### config.mk
export PLATFORM = sky130hd
export DESIGN_NAME = PixelGenTop
export DESIGN_NICKNAME = d
export VERILOG_FILES = /design/src/logic/pixelBusPkg.sv /design/src/logic/pixelTimingPkg.sv /design/src/logic/pixelCsrIf.sv /design/src/logic/PixelGenCsr.sv /design/src/logic/PixelTimingGen.sv /design/src/logic/BacklightPwm.sv /design/src/logic/PixelGenTop.sv
export VERILOG_INCLUDE_DIRS = /design/src /design/src/logic
export SDC_FILE = /design/constraint.sdc
export NUM_CORES = 1
export LEC_CHECK = 0
export ABC_AREA = 1
export BUFFER_PORTS_ARGS = -buffer_cell sky130_fd_sc_hd__buf_2
export CORE_MARGIN = 3
export CORE_UTILIZATION = 63
export CTS_BUF_LIST = sky130_fd_sc_hd__clkbuf_2 sky130_fd_sc_hd__clkbuf_4 sky130_fd_sc_hd__clkbuf_8
export CTS_CLUSTER_SIZE = 24
export DETAILED_ROUTE_END_ITERATION = 7
export PLACE_DENSITY_LB_ADDON = 0.08
export SLEW_MARGIN = 20
export SYNTH_ARGS = -nofsm -noshare
export SYNTH_HDL_FRONTEND = slang
export SYNTH_SLANG_ARGS = --single-unit
export TNS_END_PERCENT = 20
### constraint.sdc
create_clock -name iSysClk -period 5.4 [get_ports iSysClk]
set_input_delay 0.54 -clock iSysClk [delete_from_list [all_inputs] [get_ports iSysClk]]
set_output_delay 0.54 -clock iSysClk [all_outputs]
set_load 0.05 [all_outputs]
### src/logic/pixelGen_cfg.svh
// pixel generator config: bus geometry, block base, default raster timing, counter widths
`ifndef PIXELGEN_CFG_SVH
`define PIXELGEN_CFG_SVH

// bus geometry
`define PG_ADDR_WIDTH   16
`define PG_BLOCK_BASE   8'h05   // adr[15:8] for this block

// counter and field widths
`define PG_H_WIDTH      11
`define PG_V_WIDTH      11
`define PG_PORCH_WIDTH  7       // front, back and pulse fields

// default panel timing, 480x272 glass
`define PG_H_DISPLAY    480
`define PG_H_FRONT      8
`define PG_H_BACK       43
`define PG_H_PULSE      30
`define PG_V_DISPLAY    272
`define PG_V_FRONT      12
`define PG_V_BACK       4
`define PG_V_PULSE      10

`endif

### src/logic/pixelBusPkg.sv
// register bus package: register map offsets and Wishbone slave states
`default_nettype none

package pixelBusPkg;

	//--------------------------------------------------
	// register map, byte offsets inside the block
	//--------------------------------------------------
	typedef enum logic [7:0]
	{
		regSize      = 8'h00,   // {vDisplay, hDisplay}
		regBack      = 8'h04,   // {vBack, hBack}
		regFront     = 8'h08,   // {vFront, hFront}
		regPulse     = 8'h0C,   // {vPulse, hPulse}
		regDispRst   = 8'h10,   // bit 0
		regBlDuty    = 8'h14,   // bits 7..0
		regSyncStart = 8'h80,   // read only from here on
		regSyncEnd   = 8'h84,
		regSyncMax   = 8'h88
	} pgRegE;

	// slave ack state
	typedef enum logic
	{
		wbIdle = 1'b0,
		wbAck  = 1'b1
	} wbStateE;

endpackage

`default_nettype wire

### src/logic/pixelTimingPkg.sv
// raster timing package: counter types and horizontal phase encoding
`default_nettype none

`include "pixelGen_cfg.svh"

package pixelTimingPkg;

	// one bit wider than the display width so porches fit
	typedef logic [`PG_H_WIDTH:0] hCountT;
	typedef logic [`PG_V_WIDTH:0] vCountT;

	//--------------------------------------------------
	// horizontal phase of the line
	//--------------------------------------------------
	typedef enum logic [1:0]
	{
		phActive = 2'd0,
		phFront  = 2'd1,
		phSync   = 2'd2,
		phBack   = 2'd3
	} phaseE;

endpackage

`default_nettype wire

### src/logic/pixelCsrIf.sv
// timing register interface: programmed and derived values from CSR to raster and PWM
`timescale 1ns/1ps
`default_nettype none

`include "pixelGen_cfg.svh"

interface pixelCsrIf;

	logic [`PG_H_WIDTH-1:0]     hDisplay;
	logic [`PG_V_WIDTH-1:0]     vDisplay;
	pixelTimingPkg::hCountT     hSyncStart;
	pixelTimingPkg::hCountT     hSyncEnd;
	pixelTimingPkg::hCountT     hSyncMax;   // line total minus 1
	pixelTimingPkg::vCountT     vSyncStart;
	pixelTimingPkg::vCountT     vSyncEnd;
	pixelTimingPkg::vCountT     vSyncMax;   // frame total minus 1
	logic                       displayRst;
	logic [7:0]                 blDuty;

	modport csr (output hDisplay, vDisplay, hSyncStart, hSyncEnd, hSyncMax,
		vSyncStart, vSyncEnd, vSyncMax, displayRst, blDuty);

	modport timing (input hDisplay, vDisplay, hSyncStart, hSyncEnd, hSyncMax,
		vSyncStart, vSyncEnd, vSyncMax, displayRst);

	modport pwm (input blDuty);

endinterface

`default_nettype wire

### src/logic/PixelGenCsr.sv
// display timing CSR block: Wishbone classic slave, register map, derived sync bounds
`timescale 1ns/1ps
`default_nettype none

`include "pixelGen_cfg.svh"

module PixelGenCsr
(
	input  wire                         iSysClk,
	input  wire                         rstN,
	input  wire                         wbCyc,
	input  wire                         wbStb,
	input  wire                         wbWe,
	input  wire [`PG_ADDR_WIDTH-1:0]    wbAdr,
	input  wire [31:0]                  wbDatW,
	output logic [31:0]                 wbDatR,
	output logic                        wbAck,
	pixelCsrIf.csr                      regs
);

	// derived bounds out of reset, from the default timing
	localparam pixelTimingPkg::hCountT hStartRst =
		pixelTimingPkg::hCountT'(`PG_H_DISPLAY + `PG_H_FRONT);
	localparam pixelTimingPkg::hCountT hEndRst =
		pixelTimingPkg::hCountT'(`PG_H_DISPLAY + `PG_H_FRONT + `PG_H_PULSE - 1);
	localparam pixelTimingPkg::hCountT hMaxRst = pixelTimingPkg::hCountT'(
		`PG_H_DISPLAY + `PG_H_FRONT + `PG_H_PULSE + `PG_H_BACK - 1);
	localparam pixelTimingPkg::vCountT vStartRst =
		pixelTimingPkg::vCountT'(`PG_V_DISPLAY + `PG_V_FRONT);
	localparam pixelTimingPkg::vCountT vEndRst =
		pixelTimingPkg::vCountT'(`PG_V_DISPLAY + `PG_V_FRONT + `PG_V_PULSE - 1);
	localparam pixelTimingPkg::vCountT vMaxRst = pixelTimingPkg::vCountT'(
		`PG_V_DISPLAY + `PG_V_FRONT + `PG_V_PULSE + `PG_V_BACK - 1);

	pixelBusPkg::wbStateE       ackState;
	pixelBusPkg::pgRegE         offset;
	logic                       blockSel;
	logic                       reqTake;    // new access accepted this cycle
	logic                       wrTake;
	logic [31:0]                rdMux;

	logic [`PG_PORCH_WIDTH-1:0] hFront, hBack, hPulse;
	logic [`PG_PORCH_WIDTH-1:0] vFront, vBack, vPulse;
	pixelTimingPkg::hCountT     hFrontEnd, hPulseEnd, hLineEnd;
	pixelTimingPkg::vCountT     vFrontEnd, vPulseEnd, vFrameEnd;

	//--------------------------------------------------
	// decode and ack
	//--------------------------------------------------
	assign offset   = pixelBusPkg::pgRegE'(wbAdr[7:0]);
	assign blockSel = (wbAdr[`PG_ADDR_WIDTH-1:8] == `PG_BLOCK_BASE);
	assign reqTake  = wbCyc && wbStb && blockSel && (ackState == pixelBusPkg::wbIdle);
	assign wrTake   = reqTake && wbWe;
	assign wbAck    = (ackState == pixelBusPkg::wbAck);

	always_ff @(posedge iSysClk or negedge rstN)
	begin
		if (!rstN)
			ackState <= pixelBusPkg::wbIdle;
		else if (reqTake)
			ackState <= pixelBusPkg::wbAck;
		else
			ackState <= pixelBusPkg::wbIdle;   // ack lasts one cycle
	end

	// running sums for the bounds
	assign hFrontEnd = pixelTimingPkg::hCountT'(regs.hDisplay) + pixelTimingPkg::hCountT'(hFront);
	assign hPulseEnd = hFrontEnd + pixelTimingPkg::hCountT'(hPulse);
	assign hLineEnd  = hPulseEnd + pixelTimingPkg::hCountT'(hBack);
	assign vFrontEnd = pixelTimingPkg::vCountT'(regs.vDisplay) + pixelTimingPkg::vCountT'(vFront);
	assign vPulseEnd = vFrontEnd + pixelTimingPkg::vCountT'(vPulse);
	assign vFrameEnd = vPulseEnd + pixelTimingPkg::vCountT'(vBack);

	//--------------------------------------------------
	// register map and derived bounds
	//--------------------------------------------------
	always_ff @(posedge iSysClk or negedge rstN)
	begin
		if (!rstN)
		begin
			regs.hDisplay   <= `PG_H_WIDTH'(`PG_H_DISPLAY);
			regs.vDisplay   <= `PG_V_WIDTH'(`PG_V_DISPLAY);
			hFront          <= `PG_PORCH_WIDTH'(`PG_H_FRONT);
			hBack           <= `PG_PORCH_WIDTH'(`PG_H_BACK);
			hPulse          <= `PG_PORCH_WIDTH'(`PG_H_PULSE);
			vFront          <= `PG_PORCH_WIDTH'(`PG_V_FRONT);
			vBack           <= `PG_PORCH_WIDTH'(`PG_V_BACK);
			vPulse          <= `PG_PORCH_WIDTH'(`PG_V_PULSE);
			regs.displayRst <= 1'b0;
			regs.blDuty     <= 8'd0;
			regs.hSyncStart <= hStartRst;
			regs.hSyncEnd   <= hEndRst;
			regs.hSyncMax   <= hMaxRst;
			regs.vSyncStart <= vStartRst;
			regs.vSyncEnd   <= vEndRst;
			regs.vSyncMax   <= vMaxRst;
		end
		else
		begin
			if (wrTake)
			begin
				case (offset)
					pixelBusPkg::regSize:
					begin
						regs.hDisplay <= wbDatW[`PG_H_WIDTH-1:0];
						regs.vDisplay <= wbDatW[16 +: `PG_V_WIDTH];
					end
					pixelBusPkg::regBack:
					begin
						hBack <= wbDatW[`PG_PORCH_WIDTH-1:0];
						vBack <= wbDatW[16 +: `PG_PORCH_WIDTH];
					end
					pixelBusPkg::regFront:
					begin
						hFront <= wbDatW[`PG_PORCH_WIDTH-1:0];
						vFront <= wbDatW[16 +: `PG_PORCH_WIDTH];
					end
					pixelBusPkg::regPulse:
					begin
						hPulse <= wbDatW[`PG_PORCH_WIDTH-1:0];
						vPulse <= wbDatW[16 +: `PG_PORCH_WIDTH];
					end
					pixelBusPkg::regDispRst: regs.displayRst <= wbDatW[0];
					pixelBusPkg::regBlDuty:  regs.blDuty     <= wbDatW[7:0];
					default: ;  // read-only and holes ignore writes
				endcase
			end
			// bounds follow the base registers one cycle later
			regs.hSyncStart <= hFrontEnd;
			regs.hSyncEnd   <= hPulseEnd - 1'b1;
			regs.hSyncMax   <= hLineEnd - 1'b1;
			regs.vSyncStart <= vFrontEnd;
			regs.vSyncEnd   <= vPulseEnd - 1'b1;
			regs.vSyncMax   <= vFrameEnd - 1'b1;
		end
	end

	//--------------------------------------------------
	// readback
	//--------------------------------------------------
	always_comb
	begin
		case (offset)
			pixelBusPkg::regSize:
				rdMux = {{(16-`PG_V_WIDTH){1'b0}}, regs.vDisplay,
					{(16-`PG_H_WIDTH){1'b0}}, regs.hDisplay};
			pixelBusPkg::regBack:
				rdMux = {{(16-`PG_PORCH_WIDTH){1'b0}}, vBack, {(16-`PG_PORCH_WIDTH){1'b0}}, hBack};
			pixelBusPkg::regFront:
				rdMux = {{(16-`PG_PORCH_WIDTH){1'b0}}, vFront, {(16-`PG_PORCH_WIDTH){1'b0}}, hFront};
			pixelBusPkg::regPulse:
				rdMux = {{(16-`PG_PORCH_WIDTH){1'b0}}, vPulse, {(16-`PG_PORCH_WIDTH){1'b0}}, hPulse};
			pixelBusPkg::regDispRst: rdMux = {31'd0, regs.displayRst};
			pixelBusPkg::regBlDuty:  rdMux = {24'd0, regs.blDuty};
			pixelBusPkg::regSyncStart:
				rdMux = {{(15-`PG_V_WIDTH){1'b0}}, regs.vSyncStart,
					{(15-`PG_H_WIDTH){1'b0}}, regs.hSyncStart};
			pixelBusPkg::regSyncEnd:
				rdMux = {{(15-`PG_V_WIDTH){1'b0}}, regs.vSyncEnd,
					{(15-`PG_H_WIDTH){1'b0}}, regs.hSyncEnd};
			pixelBusPkg::regSyncMax:
				rdMux = {{(15-`PG_V_WIDTH){1'b0}}, regs.vSyncMax,
					{(15-`PG_H_WIDTH){1'b0}}, regs.hSyncMax};
			default: rdMux = 32'd0;    // unmapped in-block offset
		endcase
	end

	// captured with the ack edge, held while ack is high
	always_ff @(posedge iSysClk)
	begin
		if (reqTake)
			wbDatR <= rdMux;
	end

endmodule

`default_nettype wire

### src/logic/PixelTimingGen.sv
// raster timing generator: line and frame counters, sync and data-enable
`timescale 1ns/1ps
`default_nettype none

`include "pixelGen_cfg.svh"

module PixelTimingGen
(
	input  wire                 iSysClk,
	input  wire                 rstN,
	pixelCsrIf.timing           regs,
	output logic                hSync,
	output logic                vSync,
	output logic                de,
	output pixelTimingPkg::hCountT xPos,
	output pixelTimingPkg::vCountT yPos
);

	// reset parks the raster on the last pixel of the default frame,
	// so the outputs idle low and the first edge wraps to 0,0
	localparam pixelTimingPkg::hCountT hPark = pixelTimingPkg::hCountT'(
		`PG_H_DISPLAY + `PG_H_FRONT + `PG_H_PULSE + `PG_H_BACK - 1);
	localparam pixelTimingPkg::vCountT vPark = pixelTimingPkg::vCountT'(
		`PG_V_DISPLAY + `PG_V_FRONT + `PG_V_PULSE + `PG_V_BACK - 1);

	pixelTimingPkg::phaseE      phase;
	logic                       lineEnd;
	logic                       frameEnd;
	logic                       vActive;
	logic                       vInSync;

	// >= so a shrunk timing never lets the counter run away
	assign lineEnd  = (xPos >= regs.hSyncMax);
	assign frameEnd = (yPos >= regs.vSyncMax);

	//--------------------------------------------------
	// counters
	//--------------------------------------------------
	always_ff @(posedge iSysClk or negedge rstN)
	begin
		if (!rstN)
		begin
			xPos <= hPark;
			yPos <= vPark;
		end
		else if (regs.displayRst)
		begin
			xPos <= '0;     // frozen at origin
			yPos <= '0;
		end
		else if (lineEnd)
		begin
			xPos <= '0;
			yPos <= frameEnd ? '0 : yPos + 1'b1;
		end
		else
			xPos <= xPos + 1'b1;
	end

	// horizontal phase from the current column
	always_comb
	begin
		if (xPos < {1'b0, regs.hDisplay})
			phase = pixelTimingPkg::phActive;
		else if (xPos < regs.hSyncStart)
			phase = pixelTimingPkg::phFront;
		else if (xPos <= regs.hSyncEnd)
			phase = pixelTimingPkg::phSync;
		else
			phase = pixelTimingPkg::phBack;
	end

	assign vActive = (yPos < {1'b0, regs.vDisplay});
	assign vInSync = (yPos >= regs.vSyncStart) && (yPos <= regs.vSyncEnd);

	// zero latency outputs
	assign hSync = !regs.displayRst && (phase == pixelTimingPkg::phSync);
	assign vSync = !regs.displayRst && vInSync;
	assign de    = !regs.displayRst && vActive && (phase == pixelTimingPkg::phActive);

endmodule

`default_nettype wire

### src/logic/BacklightPwm.sv
// backlight PWM: 255-cycle period, high while the count is below the duty
`timescale 1ns/1ps
`default_nettype none

module BacklightPwm
(
	input  wire         iSysClk,
	input  wire         rstN,
	pixelCsrIf.pwm      regs,
	output logic        backlight
);

	logic [7:0] pwmCnt;     // 0..254

	always_ff @(posedge iSysClk or negedge rstN)
	begin
		if (!rstN)
		begin
			pwmCnt    <= 8'd0;
			backlight <= 1'b0;
		end
		else
		begin
			pwmCnt    <= (pwmCnt == 8'd254) ? 8'd0 : pwmCnt + 1'b1;
			backlight <= (pwmCnt < regs.blDuty);   // 255 stays on, 0 stays off
		end
	end

endmodule

`default_nettype wire

### src/logic/PixelGenTop.sv
// LCD display timing top: Wishbone CSR, raster generator and backlight PWM
`timescale 1ns/1ps
`default_nettype none

`include "pixelGen_cfg.svh"

module PixelGenTop
(
	input  wire                         iSysClk,
	input  wire                         rstN,
	// Wishbone slave
	input  wire                         wbCyc,
	input  wire                         wbStb,
	input  wire                         wbWe,
	input  wire [`PG_ADDR_WIDTH-1:0]    wbAdr,
	input  wire [31:0]                  wbDatW,
	output logic [31:0]                 wbDatR,
	output logic                        wbAck,
	// panel side
	output logic                        hSync,
	output logic                        vSync,
	output logic                        de,
	output pixelTimingPkg::hCountT      xPos,
	output pixelTimingPkg::vCountT      yPos,
	output logic                        lcdRst,
	output logic                        backlight
);

	pixelCsrIf csrBus();

	PixelGenCsr uCsr (.iSysClk(iSysClk), .rstN(rstN), .wbCyc(wbCyc), .wbStb(wbStb),
		.wbWe(wbWe), .wbAdr(wbAdr), .wbDatW(wbDatW), .wbDatR(wbDatR), .wbAck(wbAck),
		.regs(csrBus.csr));

	PixelTimingGen uTiming (.iSysClk(iSysClk), .rstN(rstN), .regs(csrBus.timing),
		.hSync(hSync), .vSync(vSync), .de(de), .xPos(xPos), .yPos(yPos));

	BacklightPwm uPwm (.iSysClk(iSysClk), .rstN(rstN), .regs(csrBus.pwm),
		.backlight(backlight));

	assign lcdRst = csrBus.displayRst;  // panel reset straight from the register

endmodule

`default_nettype wire

# After elaboration in Yosys (flattened, before gate mapping)
# Cells that the tools add are included.
[classes] n_addsub=13 reduce_logical=19 order_cmp=9 n_bitwise=1 eq_ne=11 n_mux=11
[ops] op="28-bit one-hot mux with 9 select lines" n=1
[ops] op="12-bit 2-to-1 mux" n=5
[ops] op="12-bit by 7-bit adder with 12-bit output" n=4
[ops] op="12-bit by 1-bit subtractor with 12-bit output (second input constant)" n=4
[ops] op="12-bit greater-or-equal comparator" n=3
[ops] op="8-bit equality test (second input constant)" n=4
[ops] op="11-bit by 7-bit adder with 12-bit output" n=2
[ops] op="12-bit by 1-bit adder with 12-bit output (second input constant)" n=2
[ops] op="12-bit <= comparator" n=2
[ops] op="12-bit by 11-bit < comparator with 1-bit output" n=2
[ops] op="8-bit by 3-bit equality test with 1-bit output (second input constant)" n=2
[ops] op="8-bit by 4-bit equality test with 1-bit output (second input constant)" n=2
[ops] op="8-bit by 5-bit equality test with 1-bit output (second input constant)" n=2
[ops] op="12-bit < comparator" n=1
[ops] op="2-bit AND reduction" n=6
[ops] op="1-bit logical AND" n=9
[ops] op="8-bit by 1-bit adder with 8-bit output (second input constant)" n=1
[ops] op="8-bit zero test" n=1
[ops] op="8-bit < comparator" n=1
[ops] op="8-bit 2-to-1 mux" n=1
[ops] op="2-bit 2-to-1 mux" n=2
[ops] op="2-bit equality test (second input constant)" n=1
[ops] op="2-bit zero test" n=1
[ops] op="1-bit 2-to-1 mux" n=2
[ops] op="other kinds (3)" n=3
[totals] reg_bits=211 word_cells=86 input_bits=53 out_inout_bits=62

# Longest topological paths before layout
[depth] word_depth=6 depth_mapped=28 depth_no_buf=28

# Modules after synthesis
# Synthesis repeated with hierarchy kept, for this count alone.
[hier_totals] hier_cells=1765 area_unflattened_um2=14209.9
[modules_own_cells] module="PixelGenCsr" seq_area_each_um2=4428.0 area_each_um2=9733.1 cells_each=1097 instances=1
[modules_own_cells] module="PixelTimingGen" seq_area_each_um2=609.3 area_each_um2=3861.2 cells_each=592 instances=1
[modules_own_cells] module="BacklightPwm" seq_area_each_um2=225.2 area_each_um2=615.6 cells_each=76 instances=1

# Worst setup path before layout
# OpenSTA, ideal clock, no wires.
[synth_path] path_type="register -> register" from="reg uCsr.regs.hDisplay[0]" to="reg uCsr.regs.hSyncMax[11]" arrival_ps=3663 stages_incl_launch_ff=26 n_path_buf=0 t_required_ps=5283 synth_period_minus_slack_ps=3780 setup_time_ps=117 slack_ps=1620 cell_sequence="dfrtp_1 ha_1 inv_1 fa_1 inv_1 nand3_1 nand2_1 xor2_1 ha_1 xor2_1 inv_1 ha_1 inv_1 ha_1 nand2_1 nor2_1 a211oi_1 o21ai_0 nand3_1 nand2_1 nand2_1 nand2_2 nand2_1 nand2_1 nand3_1 nand2_1"
[synth_between] elab_chain_len=4
[synth_rtl] element="start, declared" line_no="pixelCsrIf.sv:20" rtl="modport csr (output hDisplay, vDisplay, hSyncStart, hSyncEnd, hSyncMax,"
[synth_rtl] element="start signal, assigned" line_no="PixelGenCsr.sv:81" rtl="regs.hDisplay <= `PG_H_WIDTH'(`PG_H_DISPLAY);"
[synth_rtl] element="start signal, assigned" line_no="PixelGenCsr.sv:105" rtl="regs.hDisplay <= wbDatW[`PG_H_WIDTH-1:0];"
[synth_rtl] element="11-bit by 7-bit adder with 12-bit output" line_no="PixelGenCsr.sv:67" rtl="assign hFrontEnd = pixelTimingPkg::hCountT'(regs.hDisplay) + pixelTimingPkg::hCountT'(hFront);"
[synth_rtl] element="net uCsr.hFrontEnd[4]" line_no="PixelGenCsr.sv:44" rtl="pixelTimingPkg::hCountT hFrontEnd, hPulseEnd, hLineEnd;"
[synth_rtl] element="12-bit by 7-bit adder with 12-bit output" line_no="PixelGenCsr.sv:68" rtl="assign hPulseEnd = hFrontEnd + pixelTimingPkg::hCountT'(hPulse);"
[synth_rtl] element="12-bit by 7-bit adder with 12-bit output" line_no="PixelGenCsr.sv:69" rtl="assign hLineEnd = hPulseEnd + pixelTimingPkg::hCountT'(hBack);"
[synth_rtl] element="12-bit by 1-bit subtractor with 12-bit output" line_no="PixelGenCsr.sv:131" rtl="regs.hSyncMax <= hLineEnd - 1'b1;"
[synth_rtl] element="end signal, assigned" line_no="PixelGenCsr.sv:93" rtl="regs.hSyncMax <= hMaxRst;"
[synth_rtl] element="end signal, assigned" line_no="PixelGenCsr.sv:131"
[synth_rtl] element="end, declared" line_no="pixelCsrIf.sv:20"
# The timed path passes the listed nets, and every way through them passes these cells.
# A chain may end at the register's enable or synchronous reset.

# Worst setup path after layout
# Ends and elaborated chain as after synthesis.

==> impl_metrics.csv <==
group,metric,value,unit
status,status,"complete, no violations",
die,die-area,23400,um^2
sta,final_hold_viol_count,0,
yosys,netlist_area,13600,um^2
detailed_routing,firstDrtPassIters,5,
critical_path,crit_arrival,4.88,ns
power_and_ir_drop,peakVddDrop,0.176,mV
die,initial_core_util,0.644,
critical_path,critPathKind,"reg2reg",
detailed_routing,drtAntennaViolNets,0,
yosys,synth-seq-cells,203,
clock_network,cts_sinks,203,
global_routing,antenna_found_initial,0,
detailed_routing,drcViolationCount,0,
clock_network,cts_buffers,37,
detailed_routing,wl_per_cell,17.6,um
yosys,synth_area_leader_cell,"dfrtp_1",
detailed_routing,viasPerCell,5.67,
yosys,async_flop_share,0.882,
critical_path,crit_fanout,4,
yosys,syn_inst,1641,
clock_network,cts_tree,"done",
critical_path,startpoint_type,"flip-flop",
finish,syn2layout_area_growth,11.6,%
run,cap_violations,0,
clock_network,cts_resized,0,
yosys,yosysSeqAreaShare,0.387,
global_routing,grt_pass1_vias,11190,
sta,fmax,224,MHz
clock_network,clkLatencyLatePin,0.53,ns
sta,relSlewSlack,0.185,
die,die_height,153,um
clock_network,root_buffer,"clkbuf_8",
detailed_routing,drt-total-wl,36200,um
yosys,synth_edf_count,24,
finish,nFillCells,1778,
clock_network,clk_pin_slew,0.06,ns
global_routing,grt_pass1_wl,57800,um
placed_design,gp_congestion,0.932,
yosys,synthFlopType,"dfrtp_1",
clock_network,htree_num_levels,2,
finish,fin_util,0.719,
worst_hold_path,hp-class,"in2async",
finish,drive_gt1_frac,0.154,
detailed_routing,vias,11682,
critical_path,worstReg2RegEnd,"uCsr.regs.hSyncMax[11]$_DFF_PN0_",
die,die_w,153,um
global_routing,grt_max_degree,77,
clock_network,cts_hold_buf,0,
global_routing,grtUsageTotal,0.307,
yosys,yosysUniqueCellTypes,54,
sta,fin_worst_skew,0.0184,ns
critical_path,ff2ff_setup_slack,0.94,ns
critical_path,cp.required,5.82,ns
detailed_routing,first_iter_violations,904,
die,boundaryPins,115,
clock_network,post_cts_buffers,0,
power_and_ir_drop,power.density,212,nW/um^2
placed_design,port_buffers,96,
die,core_region_area,21100,um^2
global_routing,overflow,0,
yosys,synthSimpleGateAreaFrac,0.183,
sta,min_period,4.46,ns
yosys,synth.area.top_cells,"dfrtp_1 24%, ha_1 15%, dfstp_2 9.7%",
sta,fin_tns_setup,0,ns
sta,rsz0062_at_grt,"no",
sta,tightest_slew,1.22,ns
clock_network,cts_buffer_depth,3,
critical_path,reg2regPathDepth,25,
yosys,synthMuxAreaShare,0.00580,
placed_design,hpwl,27600,um
sta,slew_violations,0,
critical_path,worstReg2RegStart,"uCsr.regs.hDisplay[0]$_DFFE_PN0P_",
die,rows,53,
yosys,synth_top_family_by_area,"simple AND/OR/NAND/NOR gates",
yosys,syn_area_per_cell,8.28,um^2
sta,setup_viol,0,
yosys,synth-compound-area-share,0.132,
yosys,synth_top_area_frac,0.238,
yosys,yosys.area_share.adder,0.160,
power_and_ir_drop,p_leak,0.00759,uW
yosys,yosysWarnings,0,
critical_path,cp-end-kind,"flip-flop",
yosys,yosysMostFrequentCell,"nand2_1",
sta,finalCritPeriodShare,0.827,
finish,fin_nets,1981,
yosys,synth_xor_area_frac,0.0411,
yosys,synthTopCellsByCount,"301 x nand2_1, 274 x inv_1, 164 x ha_1, 129 x dfrtp_1, 117 x o21ai_0",
finish,n_antenna_cell,0,
final cells by class:
class                           count  area [um^2]  share of cell area
Multi-Input combinational cell   1127         7140               0.471
Timing Repair Buffer              103          539              0.0356
Clock inverter                     19          186              0.0123
Inverter                          286         1070              0.0708
Tap cell                          275          344              0.0227
Sequential cell                   203         5260               0.347
Clock buffer                       48          617              0.0407
registers in the layout, summed over array words and instances (netlist names), 7 cells and up:
register / cells
uTiming.yPos: 12
uCsr.wbDatR: 24
uCsr.vPulse: 7
uCsr.hFront: 7
uCsr.regs.vDisplay: 11
uCsr.regs.vSyncStart: 12
uCsr.regs.blDuty: 8
uCsr.vFront: 7
uCsr.vBack: 7
uCsr.regs.vSyncMax: 12
uCsr.hPulse: 7
uCsr.hBack: 7
uCsr.regs.hSyncEnd: 12
uPwm.pwmCnt: 8
uCsr.regs.vSyncEnd: 12
uCsr.regs.hSyncMax: 12
uTiming.xPos: 12
uCsr.regs.hDisplay: 11
uCsr.regs.hSyncStart: 12
critical path, stage by stage (launching register included):
cell and delay [ns]:
dfrtp_1 0.40, ha_1 0.23, inv_1 0.07, fa_1 0.41, inv_1 0.14, nand3_1 0.08, nand2_1 0.12, xor2_1 0.25
ha_1 0.33, xor2_1 0.32, inv_1 0.11, ha_1 0.30, inv_1 0.04, ha_1 0.34, nand2_1 0.08, nor2_1 0.04
a211oi_1 0.31, o21ai_0 0.21, nand3_1 0.13, nand2_1 0.07, nand2_1 0.08, nand2_2 0.07, nand2_1 0.06, nand2_1 0.05
nand3_1 0.06, nand2_1 0.05
cells by family (layout without fill, tap and decap cells):
logic type | after synthesis | count (layout)
AO/OA/AOI/OAI | 311 | 311
XOR/XNOR | 62 | 62
adder cells (fa/ha/maj) | 170 | 170
buffers and inverters | 318 | 456
flip-flops | 203 | 203
multiplexers | 7 | 7
other | 1 | 8
AND/OR/NAND/NOR | 569 | 569
placed cells by master (no fill, tap or decap), types with 4 or more instances in the layout:
| master | count |
|---|---|
| clkinv_1 | 11 |
| nor2_2 | 5 |
| ha_1 | 164 |
| a221oi_1 | 15 |
| nor2_1 | 103 |
| o21a_1 | 6 |
| clkbuf_8 | 41 |
| buf_4 | 7 |
| inv_1 | 274 |
| dfstp_2 | 50 |
| nand3_1 | 72 |
| xnor2_1 | 19 |
| dfrtp_1 | 129 |
| buf_2 | 95 |
| bufinv_16 | 4 |
| o21ai_1 | 8 |
| nand3_2 | 5 |
| nand2_2 | 24 |
| clkbuf_4 | 7 |
| inv_2 | 10 |
| nor3_1 | 14 |
| nand2_1 | 301 |
| a211oi_1 | 8 |
| o211ai_1 | 11 |
| o21ai_0 | 117 |
| a21o_1 | 4 |
| fa_1 | 6 |
| o22ai_1 | 26 |
| o21bai_1 | 4 |
| conb_1 | 8 |
| xor2_1 | 41 |
| edfxtp_1 | 24 |
| mux2_2 | 7 |
| clkinv_2 | 5 |
| nand4_1 | 30 |
| a21oi_1 | 96 |
power by group:
| group | internal (uW) | total [uW] | switching (uW) |
|---|---|---|---|
| sequential | 1550 | 1550 | 0.321 |
| clock | 939 | 1600 | 657 |
| combinational | 17.1 | 76.5 | 59.4 |
| total | 2500 | 3220 | 716 |
stage by stage:
step	std cells	hold WS [ns]	power, uW	cell area [um^2]	setup WS, ns
floorplan	1648	0.244	1610	13600	1.62
global placement	1994	0.467	1650	14300	1.02
detailed placement	1994	0.475	1650	14300	0.980
CTS	2061	0.0547	3250	15100	0.953
global route	2061	0.0700	3330	15200	0.518
finish	2061	0.0173	3220	15200	0.937
routing by layer:
metal	vias up	part of all wire	global-route usage
met5	-	0	0
met4	0	0.028	0.0878
met3	86	0.084	0.0665
met2	436	0.43	0.466
met1	5486	0.46	0.447
li1	5674	-	-
worst max-delay path by stage:
stage | cells past startpoint | startpoint | endpoint
floorplan | 25 | uCsr.regs.hDisplay[0]$_DFFE_PN0P_ | uCsr.regs.hSyncMax[11]$_DFF_PN0_
CTS | 25 | uCsr.regs.hDisplay[0]$_DFFE_PN0P_ | uCsr.regs.hSyncMax[11]$_DFF_PN0_
global placement | 25 | uCsr.regs.hDisplay[0]$_DFFE_PN0P_ | uCsr.regs.hSyncMax[11]$_DFF_PN0_
finish | 25 | uCsr.regs.hDisplay[0]$_DFFE_PN0P_ | uCsr.regs.hSyncMax[11]$_DFF_PN0_
global route | 25 | uCsr.regs.hDisplay[0]$_DFFE_PN0P_ | uCsr.regs.hSyncMax[11]$_DFF_PN0_
detailed placement | 25 | uCsr.regs.hDisplay[0]$_DFFE_PN0P_ | uCsr.regs.hSyncMax[11]$_DFF_PN0_
(Power assumes the default switching activity.)
